### config.mk
export PLATFORM = sky130hd
export DESIGN_NAME = krnl_acc
export DESIGN_NICKNAME = d
export VERILOG_FILES = /design/src/design/acc_pkg.sv /design/src/design/acc_eng_ctrl.sv /design/src/design/mem_read_master.sv /design/src/design/mem_write_master.sv /design/src/design/conv_engine.sv /design/src/design/krnl_acc.sv
export SDC_FILE = /design/constraint.sdc
export NUM_CORES = 2
export LEC_CHECK = 0
export ABC_AREA = 1
export ABC_CLOCK_PERIOD_IN_PS = 21300
export BUFFER_PORTS_ARGS = -buffer_cell sky130_fd_sc_hd__buf_2
export CAP_MARGIN = 20
export CORE_MARGIN = 1
export CORE_UTILIZATION = 55
export CTS_CLUSTER_DIAMETER = 200
export DETAILED_ROUTE_END_ITERATION = 10
export PLACE_DENSITY_LB_ADDON = 0.08
export SLEW_MARGIN = 10
export SYNTH_ARGS = -nofsm -noshare
export SYNTH_HDL_FRONTEND = slang
export SYNTH_HIERARCHICAL = 1
export SYNTH_SLANG_ARGS = --single-unit
export TNS_END_PERCENT = 1
### constraint.sdc
create_clock -name clk -period 21.3 [get_ports clk]
set_input_delay 1.065 -clock clk [delete_from_list [all_inputs] [get_ports clk]]
set_output_delay 1.065 -clock clk [all_outputs]
set_load 0.1 [all_outputs]
### src/design/acc_pkg.sv
// widths are fixed at a 64-bit word of two 32-bit lanes; the memory side is little-endian
package acc_pkg;

  // memory byte address
  localparam int addr_w = 64;

  // one bus and stream word
  localparam int data_w = 64;

  // accumulation lane
  localparam int lane_w = 32;

  localparam int n_bytes = data_w / 8;
  localparam int n_lanes = data_w / lane_w;

  typedef logic [addr_w-1:0] addr_t;

  // one data word seen either as bytes or as accumulator lanes
  typedef union packed {
    logic [n_bytes-1:0][7:0]       bytes;
    logic [n_lanes-1:0][lane_w-1:0] lanes;
  } word_u;

endpackage

### src/design/acc_eng_ctrl.sv
// ap_start is ignored while an operation runs; one operation is in flight at a time
`timescale 1ns/1ps

module acc_eng_ctrl (
  input  logic clk,
  input  logic rst_n,
  input  logic ap_start,
  input  logic end_conv,
  output logic ap_idle,
  output logic ap_done,
  output logic ap_ready,
  output logic op_start
);

  logic busy;

  always_ff @(posedge clk) begin
    if (!rst_n) begin
      busy     <= 1'b0;
      op_start <= 1'b0;
      ap_done  <= 1'b0;
      ap_ready <= 1'b0;
    end else begin
      op_start <= ap_start && !busy;
      ap_done  <= end_conv;
      ap_ready <= end_conv;
      // set on launch, cleared when the engine reports the end
      if (ap_start && !busy) begin
        busy <= 1'b1;
      end else if (end_conv) begin
        busy <= 1'b0;
      end
    end
  end

  // idle again in the same cycle as ap_done
  assign ap_idle = !busy;

endmodule

### src/design/mem_read_master.sv
// one burst of word_num beats (1 to 16) per start; base must be burst aligned and held stable
`timescale 1ns/1ps

module mem_read_master import acc_pkg::*; #(
  parameter int word_num = 4
) (
  input  logic       clk,
  input  logic       rst_n,
  input  logic       start,
  input  addr_t      addr,
  // AXI read address channel
  output logic       arvalid,
  input  logic       arready,
  output addr_t      araddr,
  output logic [7:0] arlen,
  // AXI read data channel
  input  logic       rvalid,
  output logic       rready,
  input  word_u      rdata,
  input  logic       rlast,
  // stream towards the engine
  output logic       tvalid,
  input  logic       tready,
  output word_u      tdata,
  output logic       tlast
);

  // one outstanding request
  always_ff @(posedge clk) begin
    if (!rst_n) begin
      arvalid <= 1'b0;
    end else if (start) begin
      arvalid <= 1'b1;
    end else if (arready) begin
      arvalid <= 1'b0;
    end
  end

  always_ff @(posedge clk) begin
    if (start) begin
      araddr <= addr;
    end
  end

  assign arlen = 8'(word_num - 1);

  // beats pass straight through, so stream back-pressure stalls the bus
  assign tvalid = rvalid;
  assign rready = tready;
  assign tlast  = rlast;

  // memory holds byte 0 at the low end; swap the whole word
  always_comb begin
    for (int i = 0; i < n_bytes; i++) begin
      tdata.bytes[i] = rdata.bytes[n_bytes-1-i];
    end
  end

endmodule

### src/design/mem_write_master.sv
// single-beat write only; start must not arrive before done of the previous write
`timescale 1ns/1ps

module mem_write_master import acc_pkg::*; (
  input  logic               clk,
  input  logic               rst_n,
  input  logic               start,
  input  addr_t              addr,
  input  word_u              data,
  // AXI write address channel
  output logic               awvalid,
  input  logic               awready,
  output addr_t              awaddr,
  output logic [7:0]         awlen,
  // AXI write data channel
  output logic               wvalid,
  input  logic               wready,
  output word_u              wdata,
  output logic [n_bytes-1:0] wstrb,
  output logic               wlast,
  // AXI write response channel
  input  logic               bvalid,
  output logic               bready,
  output logic               done
);

  localparam int lane_bytes = lane_w / 8;

  word_u data_q;
  logic  aw_open;
  logic  w_open;

  always_ff @(posedge clk) begin
    if (start) begin
      data_q <= data;
      awaddr <= addr;
    end
  end

  // channels still waiting after this edge
  assign aw_open = awvalid && !awready;
  assign w_open  = wvalid && !wready;

  always_ff @(posedge clk) begin
    if (!rst_n) begin
      awvalid <= 1'b0;
      wvalid  <= 1'b0;
      bready  <= 1'b0;
      done    <= 1'b0;
    end else begin
      done <= bready && bvalid;
      if (start) begin
        awvalid <= 1'b1;
        wvalid  <= 1'b1;
      end else begin
        if (awready) awvalid <= 1'b0;
        if (wready) wvalid <= 1'b0;
      end
      // response phase opens once both address and data are taken
      if ((awvalid || wvalid) && !aw_open && !w_open) begin
        bready <= 1'b1;
      end else if (bvalid) begin
        bready <= 1'b0;
      end
    end
  end

  // byte swap inside every 32-bit lane
  always_comb begin
    for (int l = 0; l < n_lanes; l++) begin
      for (int b = 0; b < lane_bytes; b++) begin
        wdata.lanes[l][b*8 +: 8] = data_q.lanes[l][(lane_bytes-1-b)*8 +: 8];
      end
    end
  end

  assign awlen = 8'd0;
  assign wlast = 1'b1;
  assign wstrb = '1;

endmodule

### src/design/conv_engine.sv
// both operand blocks must hold word_num words; the accumulator wraps silently at 32 bits
`timescale 1ns/1ps

module conv_engine import acc_pkg::*; #(
  parameter int word_num = 4
) (
  input  logic  clk,
  input  logic  rst_n,
  input  logic  op_start,
  output logic  ifm_start,
  output logic  wgt_start,
  input  logic  ifm_tvalid,
  output logic  ifm_tready,
  input  word_u ifm_tdata,
  input  logic  ifm_tlast,
  input  logic  wgt_tvalid,
  output logic  wgt_tready,
  input  word_u wgt_tdata,
  output logic  ofm_start,
  output word_u ofm_data,
  input  logic  ofm_done,
  output logic  end_conv
);

  localparam int cnt_w = $clog2(word_num) + 1;

  localparam logic [2:0] st_idle   = 3'd0;
  localparam logic [2:0] st_launch = 3'd1;
  localparam logic [2:0] st_run    = 3'd2;
  localparam logic [2:0] st_write  = 3'd3;
  localparam logic [2:0] st_wait   = 3'd4;

  logic [2:0]       state;
  logic [cnt_w-1:0] pair_cnt;
  logic             pair_fire;
  logic             last_pair;
  word_u            acc;
  word_u            acc_next;

  // join: a pair moves only when both streams offer a word
  assign ifm_tready = (state == st_run) && wgt_tvalid;
  assign wgt_tready = (state == st_run) && ifm_tvalid;
  assign pair_fire  = (state == st_run) && ifm_tvalid && wgt_tvalid;
  // also stop after word_num pairs
  assign last_pair  = ifm_tlast || (pair_cnt == cnt_w'(word_num - 1));

  assign ifm_start = (state == st_launch);
  assign wgt_start = (state == st_launch);
  assign ofm_start = (state == st_write);
  assign ofm_data  = acc;

  // four unsigned byte products summed into each lane
  always_comb begin
    acc_next = acc;
    for (int l = 0; l < n_lanes; l++) begin
      for (int b = 0; b < lane_w / 8; b++) begin
        acc_next.lanes[l] = acc_next.lanes[l]
          + lane_w'(ifm_tdata.lanes[l][b*8 +: 8]) * lane_w'(wgt_tdata.lanes[l][b*8 +: 8]);
      end
    end
  end

  always_ff @(posedge clk) begin
    if (state == st_launch) begin
      acc      <= '0;
      pair_cnt <= '0;
    end else if (pair_fire) begin
      acc      <= acc_next;
      pair_cnt <= pair_cnt + 1'b1;
    end
  end

  always_ff @(posedge clk) begin
    if (!rst_n) begin
      state    <= st_idle;
      end_conv <= 1'b0;
    end else begin
      end_conv <= (state == st_wait) && ofm_done;
      case (state)
        st_idle:   if (op_start) state <= st_launch;
        st_launch: state <= st_run;
        st_run:    if (pair_fire && last_pair) state <= st_write;
        st_write:  state <= st_wait;
        st_wait:   if (ofm_done) state <= st_idle;
        default:   state <= st_idle;
      endcase
    end
  end

endmodule

### src/design/krnl_acc.sv
// base addresses must stay stable from ap_start until ap_done; word_num ranges 1 to 16
`timescale 1ns/1ps

module krnl_acc import acc_pkg::*; #(
  parameter int word_num = 4
) (
  input  logic               clk,
  input  logic               rst_n,
  // kernel control
  input  logic               ap_start,
  output logic               ap_idle,
  output logic               ap_done,
  output logic               ap_ready,
  input  addr_t              ifm_addr_base,
  input  addr_t              wgt_addr_base,
  input  addr_t              ofm_addr_base,
  // ifm read channel
  output logic               m_ifm_arvalid,
  input  logic               m_ifm_arready,
  output addr_t              m_ifm_araddr,
  output logic [7:0]         m_ifm_arlen,
  input  logic               m_ifm_rvalid,
  output logic               m_ifm_rready,
  input  word_u              m_ifm_rdata,
  input  logic               m_ifm_rlast,
  // wgt read channel
  output logic               m_wgt_arvalid,
  input  logic               m_wgt_arready,
  output addr_t              m_wgt_araddr,
  output logic [7:0]         m_wgt_arlen,
  input  logic               m_wgt_rvalid,
  output logic               m_wgt_rready,
  input  word_u              m_wgt_rdata,
  input  logic               m_wgt_rlast,
  // ofm write channel
  output logic               m_ofm_awvalid,
  input  logic               m_ofm_awready,
  output addr_t              m_ofm_awaddr,
  output logic [7:0]         m_ofm_awlen,
  output logic               m_ofm_wvalid,
  input  logic               m_ofm_wready,
  output word_u              m_ofm_wdata,
  output logic [n_bytes-1:0] m_ofm_wstrb,
  output logic               m_ofm_wlast,
  input  logic               m_ofm_bvalid,
  output logic               m_ofm_bready
);

  logic  op_start;
  logic  end_conv;
  logic  ifm_start;
  logic  wgt_start;
  logic  ofm_start;
  logic  ofm_done;
  word_u ofm_data;

  logic  ifm_axis_tvalid;
  logic  ifm_axis_tready;
  word_u ifm_axis_tdata;
  logic  ifm_axis_tlast;
  logic  wgt_axis_tvalid;
  logic  wgt_axis_tready;
  word_u wgt_axis_tdata;

  acc_eng_ctrl u_eng_ctrl (
    .clk      (clk),
    .rst_n    (rst_n),
    .ap_start (ap_start),
    .end_conv (end_conv),
    .ap_idle  (ap_idle),
    .ap_done  (ap_done),
    .ap_ready (ap_ready),
    .op_start (op_start)
  );

  mem_read_master #(.word_num(word_num)) u_ifm_read_master (
    .clk     (clk),
    .rst_n   (rst_n),
    .start   (ifm_start),
    .addr    (ifm_addr_base),
    .arvalid (m_ifm_arvalid),
    .arready (m_ifm_arready),
    .araddr  (m_ifm_araddr),
    .arlen   (m_ifm_arlen),
    .rvalid  (m_ifm_rvalid),
    .rready  (m_ifm_rready),
    .rdata   (m_ifm_rdata),
    .rlast   (m_ifm_rlast),
    .tvalid  (ifm_axis_tvalid),
    .tready  (ifm_axis_tready),
    .tdata   (ifm_axis_tdata),
    .tlast   (ifm_axis_tlast)
  );

  // weight tlast lines up with ifm tlast, the engine follows the ifm one
  mem_read_master #(.word_num(word_num)) u_wgt_read_master (
    .clk     (clk),
    .rst_n   (rst_n),
    .start   (wgt_start),
    .addr    (wgt_addr_base),
    .arvalid (m_wgt_arvalid),
    .arready (m_wgt_arready),
    .araddr  (m_wgt_araddr),
    .arlen   (m_wgt_arlen),
    .rvalid  (m_wgt_rvalid),
    .rready  (m_wgt_rready),
    .rdata   (m_wgt_rdata),
    .rlast   (m_wgt_rlast),
    .tvalid  (wgt_axis_tvalid),
    .tready  (wgt_axis_tready),
    .tdata   (wgt_axis_tdata),
    .tlast   ()
  );

  conv_engine #(.word_num(word_num)) u_conv_eng (
    .clk        (clk),
    .rst_n      (rst_n),
    .op_start   (op_start),
    .ifm_start  (ifm_start),
    .wgt_start  (wgt_start),
    .ifm_tvalid (ifm_axis_tvalid),
    .ifm_tready (ifm_axis_tready),
    .ifm_tdata  (ifm_axis_tdata),
    .ifm_tlast  (ifm_axis_tlast),
    .wgt_tvalid (wgt_axis_tvalid),
    .wgt_tready (wgt_axis_tready),
    .wgt_tdata  (wgt_axis_tdata),
    .ofm_start  (ofm_start),
    .ofm_data   (ofm_data),
    .ofm_done   (ofm_done),
    .end_conv   (end_conv)
  );

  mem_write_master u_ofm_write_master (
    .clk     (clk),
    .rst_n   (rst_n),
    .start   (ofm_start),
    .addr    (ofm_addr_base),
    .data    (ofm_data),
    .awvalid (m_ofm_awvalid),
    .awready (m_ofm_awready),
    .awaddr  (m_ofm_awaddr),
    .awlen   (m_ofm_awlen),
    .wvalid  (m_ofm_wvalid),
    .wready  (m_ofm_wready),
    .wdata   (m_ofm_wdata),
    .wstrb   (m_ofm_wstrb),
    .wlast   (m_ofm_wlast),
    .bvalid  (m_ofm_bvalid),
    .bready  (m_ofm_bready),
    .done    (ofm_done)
  );

endmodule

==> tab_implementation.tex <==
\begin{tabular}{lr}
\hline
Metric & Value \\
\hline
\multicolumn{2}{l}{\textbf{Status}} \\
Run status & completed \\
\multicolumn{2}{l}{\textbf{Timing}} \\
Final count of hold timing violations & 0 \\
Post-Route Setup TNS & 0 ps \\
Worst slew margin & 30.67\% \\
Minimum period implied by the final worst setup slack & 6848 ps \\
Fmax achieved & 146.0 MHz \\
Final clock skew & 22.49 ps \\
Finish-stage setup viols & 0 \\
Unrepaired setup endpoints after global routing & no \\
Part of the cycle the worst path needs & 32.15\% \\
Transition time at the pin with the least slew margin & 1040 ps \\
Total count of max-transition violations in the final report & 0 \\
\multicolumn{2}{l}{\textbf{Global routing}} \\
Largest net degree at the start of global routing & 81 \\
Via count of the first global-routing pass & 23760 \\
Global-route usage over all layers & 30.11\% \\
Remaining Overflow, GRT & 0 \\
First-pass GRT wire length & 139700 µm \\
Number of antenna violations at the first check in global routing & 55 \\
\multicolumn{2}{l}{\textbf{Setup path}} \\
Setup crit end kind & flip-flop \\
Worst reg-to-reg path cell count & 24 \\
Worst path required time & 21740 ps \\
Crit path kind & primary input to flip-flop \\
Critical Path Fanout Max & 8 \\
Critical Path Start Type & primary input \\
Data arrival, critical path & 7290 ps \\
\multicolumn{2}{l}{\textbf{Clock tree}} \\
Number of buffers on the longest clock path & 3 \\
Cts bufs inserted & 38 \\
Post-CTS Setup Repair Bufs & 0 \\
Clock root cell & sky130\_fd\_sc\_hd\_\_clkbuf\_16 \\
Count of hold-fix buffers inserted at cts & 0 \\
Clock input transition at the sequential cells of the worst setup and hold paths & 60 ps \\
CTS tree & built \\
Number of cells upsized or downsized after cts & 0 \\
H-tree levels & 2 \\
Clock latency on the worst-skew pair & 560 ps \\
Number of sinks driven by the clock tree & 336 \\
\multicolumn{2}{l}{\textbf{Placement}} \\
Cell area after placement & 35740 µm² \\
Detailed placement HPWL & 78470 µm \\
Count of buffers from port buffering & 596 \\
RD Place Congestion & 0.9534 \\
\multicolumn{2}{l}{\textbf{Die}} \\
Floorplan die area & 61880 µm² \\
Height of the chip & 248.8 µm \\
Total number of placement rows & 90 \\
Number of top-level pins & 631 \\
Starting Density & 55.59\% \\
Core ar. & 60250 µm² \\
Die X-Extent & 248.8 µm \\
\multicolumn{2}{l}{\textbf{Route}} \\
Starting DRC count in detailed routing & 1583 \\
Number of vias per cell after detailed routing & 4.793 \\
Vias & 23770 \\
Final routed wire length divided by cell count & 18.38 µm \\
Number of nets still failing antenna checks after routing & 0 \\
Number of search-and-repair iterations in the first detailed-routing pass & 7 \\
Number of DRC violations after detailed routing & 0 \\
Overall routed net length & 91140 µm \\
\multicolumn{2}{l}{\textbf{Final layout}} \\
Area growth from synthesis to final layout & 10.92\% \\
Layout Cell Area excl Fill & 37150 µm² \\
Net count of the finished layout & 5185 \\
Ratio of cells with drive above 1 in the final layout & 16.90\% \\
\multicolumn{2}{l}{\textbf{Logic synthesis}} \\
Cell count after synthesis & 3757 \\
Count of warnings emitted by yosys & 6 \\
Synthesized area per cell & 8.914 µm² \\
Cell Area, Synth & 33490 µm² \\
\multicolumn{2}{l}{\textbf{Run}} \\
Max\_cap viols & 0 \\
\multicolumn{2}{l}{\textbf{Worst hold path}} \\
Cell depth of the worst hold path & 0 \\
Worst hold path class & flip-flop to flip-flop \\
\hline
\end{tabular}
-- registers in the layout, indices dropped and copies added, names as in the netlist --
name	count
u_ifm_read_master/araddr	64
u_ofm_write_master/awvalid	1
u_wgt_read_master/arvalid	1
u_ifm_read_master/arvalid	1
u_ofm_write_master/done	1
u_ofm_write_master/awaddr	64
u_wgt_read_master/araddr	64
u_conv_eng/state	3
u_ofm_write_master/wvalid	1
u_conv_eng/ofm_data	64
u_ofm_write_master/bready	1
u_eng_ctrl/ap_ready	1
u_ofm_write_master/data_q	64
u_eng_ctrl/busy	1
u_eng_ctrl/op_start	1
u_conv_eng/end_conv	1
u_conv_eng/pair_cnt	3
-- metrics by stage --
stage                     std cells  setup slack, ps  hold slack, ps  util, %
final                          4959            14450           431.7    61.66
after global routing           4949            14220           452.4    61.62
after CTS                      4923            14520           433.4    61.48
after detailed placement       4854            13960           419.7    59.32
after global placement         4854            13990           409.1    59.32
after floorplan                3784            11320           407.1        -
-- placed cells by master (no fill, tap or decap), types with 4 or more instances in the layout --
| cell | count |
|---|---|
| sky130_fd_sc_hd__inv_1 | 1170 |
| sky130_fd_sc_hd__nand2_1 | 822 |
| sky130_fd_sc_hd__buf_2 | 596 |
| sky130_fd_sc_hd__fa_1 | 484 |
| sky130_fd_sc_hd__ha_1 | 256 |
| sky130_fd_sc_hd__edfxtp_1 | 256 |
| sky130_fd_sc_hd__nor2_1 | 98 |
| sky130_fd_sc_hd__dfxtp_1 | 80 |
| sky130_fd_sc_hd__nand3_1 | 79 |
| sky130_fd_sc_hd__a21oi_1 | 72 |
| sky130_fd_sc_hd__clkbuf_16 | 41 |
| sky130_fd_sc_hd__diode_2 | 35 |
| sky130_fd_sc_hd__conb_1 | 33 |
| sky130_fd_sc_hd__o21ai_0 | 30 |
| sky130_fd_sc_hd__o21a_1 | 12 |
| sky130_fd_sc_hd__xnor2_1 | 8 |
| sky130_fd_sc_hd__buf_4 | 7 |
| sky130_fd_sc_hd__inv_2 | 7 |
| sky130_fd_sc_hd__xor2_1 | 7 |
| sky130_fd_sc_hd__clkinv_4 | 6 |
| sky130_fd_sc_hd__nor3_2 | 6 |
| sky130_fd_sc_hd__nor3_1 | 6 |
| sky130_fd_sc_hd__clkinv_2 | 5 |
| sky130_fd_sc_hd__nand2_2 | 5 |
| sky130_fd_sc_hd__nand3_2 | 5 |
| sky130_fd_sc_hd__nor2_2 | 5 |
| sky130_fd_sc_hd__clkbuf_1 | 4 |
| sky130_fd_sc_hd__and2_1 | 4 |
| sky130_fd_sc_hd__nand4_1 | 4 |
-- area by class of cell --
type | count | area [µm²]
diodes | 35 | 87.58
clock buffers | 46 | 1055
clock inverters | 23 | 244.0
fillers | 5461 | 23100
inverters | 1177 | 4418
multi-input cells | 1956 | 18020
flip-flops and latches | 336 | 9289
well taps | 782 | 978.4
repair buffers | 604 | 3055
-- critical path, stage by stage --
cell                      delay, ps
sky130_fd_sc_hd__buf_2          210
sky130_fd_sc_hd__nand2_1        110
sky130_fd_sc_hd__fa_1           530
sky130_fd_sc_hd__inv_1           50
sky130_fd_sc_hd__fa_1           530
sky130_fd_sc_hd__inv_1           50
sky130_fd_sc_hd__fa_1           530
sky130_fd_sc_hd__inv_1           60
sky130_fd_sc_hd__fa_1           480
sky130_fd_sc_hd__fa_1           620
sky130_fd_sc_hd__fa_1           460
sky130_fd_sc_hd__fa_1           550
sky130_fd_sc_hd__inv_1           60
sky130_fd_sc_hd__fa_1           490
sky130_fd_sc_hd__inv_1           40
sky130_fd_sc_hd__ha_1           350
sky130_fd_sc_hd__nand2_1        110
sky130_fd_sc_hd__nor2_1         200
sky130_fd_sc_hd__nand3_1        130
sky130_fd_sc_hd__nand2_1        160
sky130_fd_sc_hd__nand3_1        180
sky130_fd_sc_hd__nand2_1        140
sky130_fd_sc_hd__nand3_1         70
sky130_fd_sc_hd__nand2_1         70
sky130_fd_sc_hd__nor2_1          40
-- final timing paths --
| kind | from | end | slack, ps |
|---|---|---|---|
| worst max-delay path | m_wgt_rdata[40] | u_conv_eng/ofm_data[27] | 14450 |
| worst min-delay path | u_conv_eng/ofm_data[47] | u_ofm_write_master/data_q[47] | 430 |
| worst max register to register | u_conv_eng/ofm_data[38] | u_conv_eng/ofm_data[50] | 14880 |
| worst min register to register | u_conv_eng/ofm_data[47] | u_ofm_write_master/data_q[47] | 430 |
-- layer usage --
| metal | vias to the layer above | wire [µm] | track usage [%] |
|---|---|---|---|
| li1 | 11320 | - | - |
| met1 | 11410 | 37350 | 39.61 |
| met2 | 858 | 41880 | 47.58 |
| met3 | 170 | 7224 | 6.541 |
| met4 | 18 | 4558 | 14.43 |
| met5 | - | 115 | 0 |
Power is not shown: default switching activity piles up to over one toggle a cycle in this logic, so the estimate is an artifact.
